<file path="src/source/mul_pkg.sv">
package mul_pkg;

    // byte-slice geometry, fixed at four slices of eight bits
    localparam int SLICE_BITS = 8;
    localparam int NUM_SLICES = 4;

    // one input operand
    typedef logic [SLICE_BITS*NUM_SLICES-1:0] operand_t;

    // full double-width product
    typedef logic [2*SLICE_BITS*NUM_SLICES-1:0] product_t;

    // one byte of an operand magnitude
    typedef logic [SLICE_BITS-1:0] slice_t;

    // one slice-by-slice product
    typedef logic [2*SLICE_BITS-1:0] partial_t;

    // sixteen partials packed lowest first
    // partial (i,j) = slice i of a times slice j of b, at index 4i+j
    typedef logic [NUM_SLICES*NUM_SLICES*2*SLICE_BITS-1:0] partial_bus_t;

endpackage
</file>
<file path="src/source/partial_product_if.sv">
`timescale 1ns/100ps

// stage 1 to stage 2 link, valid/ready handshake
interface partial_product_if;

    logic                  valid;     // partials register holds an item
    logic                  ready;     // accumulate stage can take it
    logic                  negate;    // product sign
    mul_pkg::partial_bus_t partials;  // registered 8x8 products

    modport source (
        output valid,
        output negate,
        output partials,
        input  ready
    );

    modport sink (
        input  valid,
        input  negate,
        input  partials,
        output ready
    );

endinterface

</file>
<file path="src/source/wallace_mul32.sv">
`timescale 1ns/100ps

module wallace_mul32 (
    input  logic               clk,
    input  logic               reset,

    // operand side
    input  logic               in_valid,
    output logic               in_ready,
    input  mul_pkg::operand_t  a,
    input  mul_pkg::operand_t  b,
    input  logic               a_signed,
    input  logic               b_signed,

    // result side
    output logic               out_valid,
    input  logic               out_ready,
    output mul_pkg::product_t  product
);

    // registered partials between the two stages
    partial_product_if pp_bus ();

    // stage 1: magnitudes, slices, sixteen 8x8 products
    partial_product_stage u_partial (
        .clk      (clk),
        .reset    (reset),
        .in_valid (in_valid),
        .in_ready (in_ready),
        .a        (a),
        .b        (b),
        .a_signed (a_signed),
        .b_signed (b_signed),
        .pp       (pp_bus.source)
    );

    // stage 2: align, sum, sign fix
    accumulate_stage u_accumulate (
        .clk       (clk),
        .reset     (reset),
        .pp        (pp_bus.sink),
        .out_valid (out_valid),
        .out_ready (out_ready),
        .product   (product)
    );

endmodule

</file>
<file path="src/source/accumulate_stage.sv">
`timescale 1ns/100ps

module accumulate_stage (
    input  logic               clk,
    input  logic               reset,
    partial_product_if.sink    pp,
    output logic               out_valid,
    input  logic               out_ready,
    output mul_pkg::product_t  product
);

    localparam int NUM_PARTS = mul_pkg::NUM_SLICES * mul_pkg::NUM_SLICES;
    localparam int PART_BITS = $bits(mul_pkg::partial_t);

    mul_pkg::product_t aligned [NUM_PARTS];   // zero-extended, shifted partials
    mul_pkg::product_t level1  [NUM_PARTS/2];
    mul_pkg::product_t level2  [NUM_PARTS/4];
    mul_pkg::product_t level3  [NUM_PARTS/8];
    mul_pkg::product_t total;
    mul_pkg::product_t signed_sum;
    logic              accept;

    // partial (i,j) weighs 2**(8*(i+j))
    for (genvar i = 0; i < mul_pkg::NUM_SLICES; i++) begin : g_a
        for (genvar j = 0; j < mul_pkg::NUM_SLICES; j++) begin : g_b
            localparam int IDX = i*mul_pkg::NUM_SLICES + j;
            assign aligned[IDX] =
                mul_pkg::product_t'(pp.partials[IDX*PART_BITS +: PART_BITS])
                << (mul_pkg::SLICE_BITS * (i + j));
        end
    end

    // pairwise adder tree, 16 -> 8 -> 4 -> 2 -> 1
    for (genvar k = 0; k < NUM_PARTS/2; k++) begin : g_level1
        assign level1[k] = aligned[2*k] + aligned[2*k+1];
    end

    for (genvar k = 0; k < NUM_PARTS/4; k++) begin : g_level2
        assign level2[k] = level1[2*k] + level1[2*k+1];
    end

    for (genvar k = 0; k < NUM_PARTS/8; k++) begin : g_level3
        assign level3[k] = level2[2*k] + level2[2*k+1];
    end

    assign total = level3[0] + level3[1];

    // back to two's complement when exactly one operand was negative
    always_comb begin
        if (pp.negate) begin
            signed_sum = ~total + 64'd1;
        end else begin
            signed_sum = total;
        end
    end

    assign pp.ready = ~out_valid | out_ready;
    assign accept   = pp.valid & pp.ready;

    always_ff @(posedge clk) begin
        if (reset) begin
            out_valid <= 1'b0;
        end else if (pp.ready) begin
            out_valid <= pp.valid;
        end
    end

    always_ff @(posedge clk) begin
        if (accept) begin
            product <= signed_sum;
        end
    end

    a_idle_after_reset: assert property (
        @(posedge clk) reset |=> !out_valid
    );

    // held result waits for the consumer
    a_hold_output: assert property (
        @(posedge clk) disable iff (reset)
        out_valid && !out_ready |=> out_valid && $stable(product)
    );

endmodule

</file>
<file path="src/source/partial_product_stage.sv">
`timescale 1ns/100ps

module partial_product_stage (
    input  logic               clk,
    input  logic               reset,
    input  logic               in_valid,
    output logic               in_ready,
    input  mul_pkg::operand_t  a,
    input  mul_pkg::operand_t  b,
    input  logic               a_signed,
    input  logic               b_signed,
    partial_product_if.source  pp
);

    localparam int MSB       = $bits(mul_pkg::operand_t) - 1;
    localparam int PART_BITS = $bits(mul_pkg::partial_t);

    logic                  a_neg, b_neg;
    mul_pkg::operand_t     a_mag, b_mag;
    mul_pkg::slice_t       a_slice [mul_pkg::NUM_SLICES];
    mul_pkg::slice_t       b_slice [mul_pkg::NUM_SLICES];
    mul_pkg::partial_bus_t partials_next;
    logic                  negate_next;
    logic                  accept;

    logic                  valid_q;
    logic                  negate_q;
    mul_pkg::partial_bus_t partials_q;

    // negative only when the operand is declared signed
    assign a_neg = a_signed & a[MSB];
    assign b_neg = b_signed & b[MSB];

    assign a_mag = a_neg ? (~a + 32'd1) : a;  // two's-complement magnitude
    assign b_mag = b_neg ? (~b + 32'd1) : b;

    assign negate_next = a_neg ^ b_neg;

    for (genvar i = 0; i < mul_pkg::NUM_SLICES; i++) begin : g_slice
        assign a_slice[i] = a_mag[i*mul_pkg::SLICE_BITS +: mul_pkg::SLICE_BITS];
        assign b_slice[i] = b_mag[i*mul_pkg::SLICE_BITS +: mul_pkg::SLICE_BITS];
    end

    // every slice pair, partial (i,j) at index 4i+j
    for (genvar i = 0; i < mul_pkg::NUM_SLICES; i++) begin : g_a
        for (genvar j = 0; j < mul_pkg::NUM_SLICES; j++) begin : g_b
            wallace_8x8 u_mul (
                .a      (a_slice[i]),
                .b      (b_slice[j]),
                .result (partials_next[(i*mul_pkg::NUM_SLICES+j)*PART_BITS +: PART_BITS])
            );
        end
    end

    // empty, or draining this cycle
    assign in_ready = ~valid_q | pp.ready;
    assign accept   = in_valid & in_ready;

    always_ff @(posedge clk) begin
        if (reset) begin
            valid_q <= 1'b0;
        end else if (in_ready) begin
            valid_q <= in_valid;
        end
    end

    // payload only moves on acceptance
    always_ff @(posedge clk) begin
        if (accept) begin
            partials_q <= partials_next;
            negate_q   <= negate_next;
        end
    end

    assign pp.valid    = valid_q;
    assign pp.negate   = negate_q;
    assign pp.partials = partials_q;

    // stage 2 back-pressure must freeze the bundle
    a_hold_stalled: assert property (
        @(posedge clk) disable iff (reset)
        valid_q && !pp.ready |=> $stable(partials_q) && $stable(negate_q)
    );

endmodule

</file>
<file path="src/source/wallace_8x8.sv">
`timescale 1ns/100ps

module wallace_8x8 (
    input  mul_pkg::slice_t   a,
    input  mul_pkg::slice_t   b,
    output mul_pkg::partial_t result
);

    // carry out of a row of full adders, moved up one column
    function automatic mul_pkg::partial_t carry_row(
        input mul_pkg::partial_t x,
        input mul_pkg::partial_t y,
        input mul_pkg::partial_t z
    );
        return ((x & y) | (x & z) | (y & z)) << 1;
    endfunction

    // AND rows, row i already shifted by i
    mul_pkg::partial_t pp_row [mul_pkg::SLICE_BITS];

    // layer 1: 8 rows -> 6
    mul_pkg::partial_t l1_sum0, l1_carry0;
    mul_pkg::partial_t l1_sum1, l1_carry1;

    // layer 2: 6 rows -> 4
    mul_pkg::partial_t l2_sum0, l2_carry0;
    mul_pkg::partial_t l2_sum1, l2_carry1;

    // layer 3: 4 rows -> 3
    mul_pkg::partial_t l3_sum, l3_carry;

    // layer 4: 3 rows -> 2
    mul_pkg::partial_t l4_sum, l4_carry;

    for (genvar i = 0; i < mul_pkg::SLICE_BITS; i++) begin : g_row
        assign pp_row[i] = mul_pkg::partial_t'(a & {mul_pkg::SLICE_BITS{b[i]}}) << i;
    end

    // columns where one input is always zero collapse to half adders
    assign l1_sum0   = pp_row[0] ^ pp_row[1] ^ pp_row[2];
    assign l1_carry0 = carry_row(pp_row[0], pp_row[1], pp_row[2]);
    assign l1_sum1   = pp_row[3] ^ pp_row[4] ^ pp_row[5];
    assign l1_carry1 = carry_row(pp_row[3], pp_row[4], pp_row[5]);

    // rows 6 and 7 skip layer 1
    assign l2_sum0   = l1_sum0 ^ l1_carry0 ^ l1_sum1;
    assign l2_carry0 = carry_row(l1_sum0, l1_carry0, l1_sum1);
    assign l2_sum1   = l1_carry1 ^ pp_row[6] ^ pp_row[7];
    assign l2_carry1 = carry_row(l1_carry1, pp_row[6], pp_row[7]);

    assign l3_sum    = l2_sum0 ^ l2_carry0 ^ l2_sum1;
    assign l3_carry  = carry_row(l2_sum0, l2_carry0, l2_sum1);

    assign l4_sum    = l3_sum ^ l3_carry ^ l2_carry1;
    assign l4_carry  = carry_row(l3_sum, l3_carry, l2_carry1);

    // final carry-propagate add
    // product < 2**16, so bits dropped above 15 are never needed
    assign result = l4_sum + l4_carry;

endmodule

</file>
<file path="config.mk">
export PLATFORM = sky130hd
export DESIGN_NAME = wallace_mul32
export DESIGN_NICKNAME = d
export VERILOG_FILES = /design/src/source/mul_pkg.sv /design/src/source/partial_product_if.sv /design/src/source/wallace_mul32.sv /design/src/source/accumulate_stage.sv /design/src/source/partial_product_stage.sv /design/src/source/wallace_8x8.sv
export SDC_FILE = /design/constraint.sdc
export NUM_CORES = 2
export LEC_CHECK = 0
export BUFFER_PORTS_ARGS = -buffer_cell sky130_fd_sc_hd__buf_2
export CORE_MARGIN = 5
export CORE_UTILIZATION = 36
export CTS_CLUSTER_DIAMETER = 50
export DETAILED_ROUTE_END_ITERATION = 12
export GPL_TIMING_DRIVEN = 0
export HOLD_SLACK_MARGIN = 0.1
export SYNTH_ARGS = -nofsm -noshare
export SYNTH_HDL_FRONTEND = slang
export SYNTH_SLANG_ARGS = --single-unit
</file>
<file path="constraint.sdc">
create_clock -name clk -period 9.2 [get_ports clk]
set_input_delay 0.46 -clock clk [delete_from_list [all_inputs] [get_ports clk]]
set_output_delay 0.46 -clock clk [all_outputs]
set_load 0.03 [all_outputs]
</file>
==> Word level (Yosys, flattened, before mapping) <==
Index checks and enable logic that the tools add are counted.
{ "word_totals": {"output_inout_bits": 66, "wordCells": 854, "reg_bits": 323, "inputBits": 70} }
{ "classes": {"add_sub_neg": 34, "bitwise_logic": 812, "n_mux": 3} }
{ "op_table": {"columns": ["cell", "count"], "rows": [
  ["15-bit OR", 128],
  ["15-bit AND", 112],
  ["8-bit AND", 128],
  ["16-bit bitwise XOR", 64],
  ["14-bit by 15-bit AND with 15-bit output", 32],
  ["15-bit by 13-bit AND with 15-bit output", 32],
  ["64-bit adder", 6],
  ["16-bit adder", 16],
  ["16-bit by 10-bit bitwise XOR with 16-bit output", 16],
  ["16-bit by 13-bit bitwise XOR with 16-bit output", 16],
  ["16-bit by 15-bit bitwise XOR with 16-bit output", 16],
  ["16-bit by 9-bit bitwise XOR with 16-bit output", 16],
  ["14-bit by 15-bit OR with 15-bit output", 16],
  ["15-bit by 10-bit OR with 15-bit output", 16],
  ["14-bit by 15-bit bitwise XOR with 15-bit output", 16],
  ["14-bit AND", 16],
  ["14-bit bitwise XOR", 16],
  ["11-bit by 13-bit AND with 13-bit output", 16],
  ["12-bit by 13-bit AND with 13-bit output", 16],
  ["12-bit by 13-bit OR with 13-bit output", 16],
  ["13-bit OR", 16],
  ["12-bit by 13-bit bitwise XOR with 13-bit output", 16],
  ["11-bit by 12-bit AND with 12-bit output", 16],
  ["11-bit by 12-bit bitwise XOR with 12-bit output", 16],
  ["other kinds (20)", 75]
]} }

==> Longest topological paths before layout <==
{ "logic_depth": {"depth_word": 17, "ltp_mapped": 33, "ltp_nobuf": 32} }

==> Cells and area by module <==
A second synthesis with hierarchy kept.
{ "unflattened": {"cells_unflattened": 5280, "area_unflattened_um2": 52447.8} }
{ "by_module_without_submodules": {"columns": ["module", "area_per_inst_um2", "cells_per_inst", "n_inst", "seq_area_each_um2"], "rows": [
  ["wallace_8x8 at u_partial.g_a[1].g_b[2].u_mul ...", 1889.3, 205, 9, 0.0],
  ["accumulate_stage", 13319.0, 1542, 1, 1941.9],
  ["partial_product_stage", 9128.8, 464, 1, 7737.4],
  ["wallace_8x8 at u_partial.g_a[0].g_b[0].u_mul ...", 1844.3, 204, 3, 0.0],
  ["wallace_8x8 at u_partial.g_a[0].g_b[3].u_mul", 1893.1, 205, 1, 0.0],
  ["wallace_8x8 at u_partial.g_a[1].g_b[0].u_mul", 1873.0, 206, 1, 0.0],
  ["wallace_8x8 at u_partial.g_a[1].g_b[1].u_mul", 1850.5, 203, 1, 0.0],
  ["wallace_8x8 at u_partial.g_a[3].g_b[3].u_mul", 1846.8, 203, 1, 0.0]
]} }

==> Least setup slack after synthesis <==
OpenSTA, ideal clock, no wires.
{ "synth_timing": {"path_type": "register to register", "start": "reg u_accumulate.out_valid", "end": "reg u_partial.negate_q, in the netlist u_partial.pp.negate (enable)", "setup_ns": 0.649, "arrival_time_ns": 6.731, "slack_ns": 1.820, "stages_incl_launch_ff": 4, "t_required_ns": 8.551, "period_less_slack_ns": 7.380, "path_buffers": 0, "path_cell_list": "dfxtp_1 -> nor2b_1 -> nand2_1 -> and2_1"} }
{ "synth_via": {"elab_chain_len": 4} }
{ "synth_rtl": {"columns": ["element", "line_no", "rtl"], "rows": [
  ["start, declared", "accumulate_stage.sv:7", "output logic out_valid,"],
  ["start signal, assigned", "accumulate_stage.sv:64", "out_valid <= pp.valid;"],
  ["1-bit inverter", "accumulate_stage.sv:57", "assign pp.ready = ~out_valid | out_ready;"],
  ["1-bit OR", "accumulate_stage.sv:57", null],
  ["1-bit OR", "partial_product_stage.sv:56", "assign in_ready = ~valid_q | pp.ready;"],
  ["net in_ready", "wallace_mul32.sv:9", "output logic in_ready,"],
  ["1-bit AND", "partial_product_stage.sv:57", "assign accept = in_valid & in_ready;"],
  ["net u_partial.accept", "partial_product_stage.sv:24", "logic accept;"],
  ["end signal, assigned", "partial_product_stage.sv:71", "negate_q <= negate_next;"],
  ["end, declared", "partial_product_stage.sv:27", "logic negate_q;"]
]} }
The timed path passes the listed nets, and every way through them passes these cells.
A chain may end at the register's enable or synchronous reset.

==> Worst setup path after layout <==
{ "layout_timing": {"start": "in b[0]", "end": "reg u_partial.partials_q[239], in the netlist u_partial.pp.partials[239] (data pin)"} }
{ "layout_via": {"elab_chain_len": 17, "elab_cells_between_ends": 54, "cone_classes": "2 x add/sub; 1 x mux; 51 x bitwise"} }
{ "layout_rtl": {"columns": ["element", "line_no", "rtl"], "rows": [
  ["start, declared", "wallace_mul32.sv:11", "input mul_pkg::operand_t b,"],
  ["32-bit inverter *", "partial_product_stage.sv:35", "assign b_mag = b_neg ? (~b + 32'd1) : b;"],
  ["32-bit by 1-bit adder with 32-bit output *", "partial_product_stage.sv:35", null],
  ["32-bit two-way mux *", "partial_product_stage.sv:35", null],
  ["8-bit AND", "wallace_8x8.sv:36", "assign pp_row[i] = mul_pkg::partial_t'(a & {mul_pkg::SLICE_BITS{b[i]}}) << i;"],
  ["8-bit by 9-bit AND with 9-bit output or 8-bit by 10-bit AND with 10-bit output (tied branches)", "wallace_8x8.sv:15", "return ((x & y) | (x & z) | (y & z)) << 1;"],
  ["15-bit OR", "wallace_8x8.sv:15", null],
  ["15-bit by 10-bit OR with 15-bit output", "wallace_8x8.sv:15", null],
  ["15-bit AND", "wallace_8x8.sv:15", null],
  ["15-bit OR (2 in a row)", "wallace_8x8.sv:15", null],
  ["15-bit AND", "wallace_8x8.sv:15", null],
  ["15-bit OR (2 in a row)", "wallace_8x8.sv:15", null],
  ["15-bit AND", "wallace_8x8.sv:15", null],
  ["15-bit OR (2 in a row)", "wallace_8x8.sv:15", null],
  ["16-bit adder *", "wallace_8x8.sv:59", "assign result = l4_sum + l4_carry;"],
  ["net u_partial.g_a[3].g_b[2].u_mul.result[15]", "wallace_8x8.sv:6", "output mul_pkg::partial_t result"],
  ["end signal, assigned", "partial_product_stage.sv:70", "partials_q <= partials_next;"],
  ["end, declared", "partial_product_stage.sv:28", "mul_pkg::partial_bus_t partials_q;"]
]} }
Mark *: on every way through the listed nets, which the timed path passes. The rest lies on a longest branch.

==> flow_metrics.env <==
export IMPL_routed_wl_mm=178
export IMPL_synth_top_family_by_area="adder cells"
export IMPL_synthAdderAreaFrac=0.441
export IMPL_rsz0062_at_grt="false"
export IMPL_finalMaxSlewViolations=0
export IMPL_cts_tree="done"
export IMPL_crit_type="primary input to flip-flop"
export IMPL_worstPathArrival_ns=9.26
export IMPL_syn_to_final_growth_pct=8.97
export IMPL_setup_viol=0
export IMPL_yosysUniqueCellTypes=96
export IMPL_clk_pin_slew_ns=0.06
export IMPL_use_met1=0.331
export IMPL_antenna_found_initial=25
export IMPL_root_buffer="clkbuf_16"
export IMPL_grt_use_met2=0.371
export IMPL_row_count=137
export IMPL_io_pins=136
export IMPL_status="finished, final reports clean"
export IMPL_cp_endpoint="u_partial.pp.partials[239]$_DFFE_PP_"
export IMPL_synth_top_area_share=0.290
export IMPL_gp_congestion=0.962
export IMPL_drt_pass1_iterations=5
export IMPL_maxCapViolations=0
export IMPL_top_usage_layer="met2"
export IMPL_cpPeakStageDelay_ns=0.94
export IMPL_synthMuxAreaShare=0.00141
export IMPL_synth_area_per_cell_um2=9.42
export IMPL_syn_area_um2=50500
export IMPL_r2r_start="u_partial.pp.partials[41]$_DFFE_PP_"
export IMPL_grtUsageTotal=0.242
export IMPL_yosysTopAreaCell="fa_1"
export IMPL_fp_dieH_um=385
export IMPL_synth_warnings=0
export IMPL_fmax_mhz=111
export IMPL_rrSetupSlack_ns=0.64
export IMPL_cts_sinks=323
export IMPL_cp_required_ns=9.44
export IMPL_fin_skew_ns=0.0153
export IMPL_rr_worst_depth=30
export IMPL_grt_max_degree=76
export IMPL_dieArea_um2=148000
export IMPL_vias_per_cell=5.17
export IMPL_syn_inst=5368
export IMPL_htree_levels=2
export IMPL_drc_errors=0
export IMPL_place_ws_ns=-0.301
export IMPL_grt_first_pass_wirelength_mm=263
export IMPL_cp_start_kind="primary input"
export IMPL_ys_top_cells_by_area="fa_1 (29%), edfxtp_1 (19%), ha_1 (15%), nor2_1 (7.1%), inv_1 (6.3%)"
export IMPL_r2r_end="u_accumulate.product[59]$_DFFE_PP_"
export IMPL_max_slew_worst_pin_slew_ns=1.47
export IMPL_io_buffers=133
export IMPL_nets=6964
export IMPL_post_route_period_util=0.981
export IMPL_cp_startpoint="b[0]"
export IMPL_synth_flop_cell="edfxtp_1"
export IMPL_hp_start="in_valid"
export IMPL_yosys_register_bits=323
export IMPL_grt_pass1_vias=39800
export IMPL_min_period_ns=9.02
export IMPL_use_met3=0.0560
export IMPL_synth_compound_area_frac=0.0794
export IMPL_critPathBufInv=6
export IMPL_hold_viol=0
export IMPL_fp_dieW_um=385
export IMPL_synth_edf_count=321
export IMPL_wl_per_cell_um=23.9
export IMPL_clock_latency_ns=0.54
export IMPL_dpl_hpwl_mm=149
export IMPL_setup_slack_ns=0.178
export IMPL_drtIter0Drc=3441
export IMPL_cts_buffer_depth=3
export IMPL_worst_path_stages=29
export IMPL_initial_utilization=0.362
export IMPL_ys_seq_area_frac=0.191
export IMPL_cts_made_buffers=34
export IMPL_yosys_area_share_simple=0.137
export IMPL_crit_slowest_cell="clkbuf_1"
export IMPL_synth_xor_area_share=0.0695
export IMPL_core_um2=140000
export IMPL_grt_overflow=0
export IMPL_cp_top_family="adder cells"
export IMPL_drtAntennaViolNets=0
export IMPL_syn_nets=6782
export IMPL_end_kind="flip-flop"
export IMPL_vias=38600
export IMPL_layout_drive_gt1_share=0.0551
export IMPL_timing_slew_headroom=0.0162
export IMPL_path_max_fanout=10
export IMPL_hold_path_class="primary input to flip-flop"
export IMPL_async_flop_share=0
[through the flow]
stage / hold slack, ns / TNS (ns) / cells / utilization / area [µm²]
2_1_floorplan: 0.478 / 0 / 5368 / - / 50500
3_5_place_dp: 0.517 / -0.834 / 7390 / 0.386 / 53900
6_report: 0.153 / 0 / 7458 / 0.395 / 55100
4_1_cts: 0.129 / 0 / 7452 / 0.394 / 55000
5_1_grt: 0.154 / 0 / 7455 / 0.395 / 55100
3_3_place_gp: 0.497 / -128.19 / 7377 / 0.384 / 53600
[worst min path at each step]
stage	to	depth (start not counted)
after detailed placement	u_accumulate.out_valid$_SDFFE_PP0P_	2
after CTS	u_partial.pp.valid$_SDFFE_PP0N_	3
final	u_partial.pp.valid$_SDFFE_PP0N_	3
after global routing	u_partial.pp.valid$_SDFFE_PP0N_	3
after global placement	u_accumulate.out_valid$_SDFFE_PP0P_	2
after floorplan	u_accumulate.out_valid$_SDFFE_PP0P_	2
[Yosys cell counts, drive strengths merged, types with 4 or more instances]
cell / n
fa: 732
o21a: 29
nand4: 23
or3: 20
o31a: 5
xor2: 98
a21oi: 231
xnor2: 303
nand2b: 59
nor4: 13
ha: 612
and3: 15
a221o: 4
nand3: 42
or2: 32
nor3: 49
o2111ai: 5
nor2b: 43
clkbuf: 197
inv: 854
o221ai: 5
and4: 4
a211oi: 11
and2: 19
edfxtp: 321
buf: 15
o21bai: 83
o211ai: 10
mux2i: 6
a21boi: 5
nor2: 959
o41ai: 9
nand2: 313
o2111a: 4
a21o: 47
a31oi: 12
o31ai: 26
o21ai: 107
or4: 6
[cell type report]
class,instances,area [µm²]
clock inverter,24,230
buffer,211,840
antenna,7,17.5
clock buffer,37,883
multi-input combinational,3978,37000
tap,1876,2350
sequential,323,9680
timing repair buffer,147,907
fill,14100,84500
inverter,855,3210
[cells by family after synthesis]
kind of cell | after synthesis
AO/OA/AOI/OAI | 616
buffers and inverters | 1067
AND/OR/NAND/NOR | 1610
flip-flops | 323
XOR/XNOR | 401
multiplexers | 7
adder cells (fa/ha/maj) | 1344
[sequential cells by signal, indices dropped and copies added (netlist names)]
name                    flops
u_accumulate.out_valid      1
u_accumulate.product       64
u_partial.pp.negate         1
u_partial.pp.partials     256
u_partial.pp.valid          1
[cells in the final DEF, fill, tap and decap left out, drive strengths merged, types with 6 or more instances in the layout]
master  netlist  layout
and2         19      19
o21a         29      29
o21ai       107     107
a21o         47      47
fa          732     732
o211ai       10      10
or4           6       6
or3          20      20
or2          32      32
o21bai       83      83
a31oi        12      12
nand2b       59      59
edfxtp      321     321
nor3         49      49
nor2b        43      43
nand2       313     313
nand3        42      42
a211oi       11      11
inv         854     859
o41ai         9       9
nor2        959     959
diode         0       7
ha          612     612
a21oi       231     231
o31ai        26      26
and3         15      15
nor4         13      13
xnor2       303     303
buf          15     161
mux2i         6       6
clkbuf      197     231
xor2         98      98
nand4        23      23
clkinv        1      15
[metal layers]
layer  vias up  share of wire
met5         -        0.00042
met4        10          0.051
met3       305          0.094
met2      1604           0.43
met1     19200           0.43
li1      17500              -
[what timing repair did]
item / in CTS / in global routing
gates resized for setup: 0 / 12
hold buffers: 1 / 0
endpoints found under the setup margin: 0 / 5
endpoints found under the hold margin: 2 / 0
setup buffers: 0 / 0
[worst register-to-register path: cells and delay by family (launching register included)]
family                     cells  cell delay (ns)
AOI/OAI and AO/OA             11             3.10
adders and majority gates      6             2.42
and+or+nand+nor                7             1.52
xor gates and xnor gates       3             0.58
DFF                            1             0.39
buffers and inverters          3             0.30
Power is not shown: default switching activity piles up to over one toggle a cycle in this logic, so the estimate is an artifact.
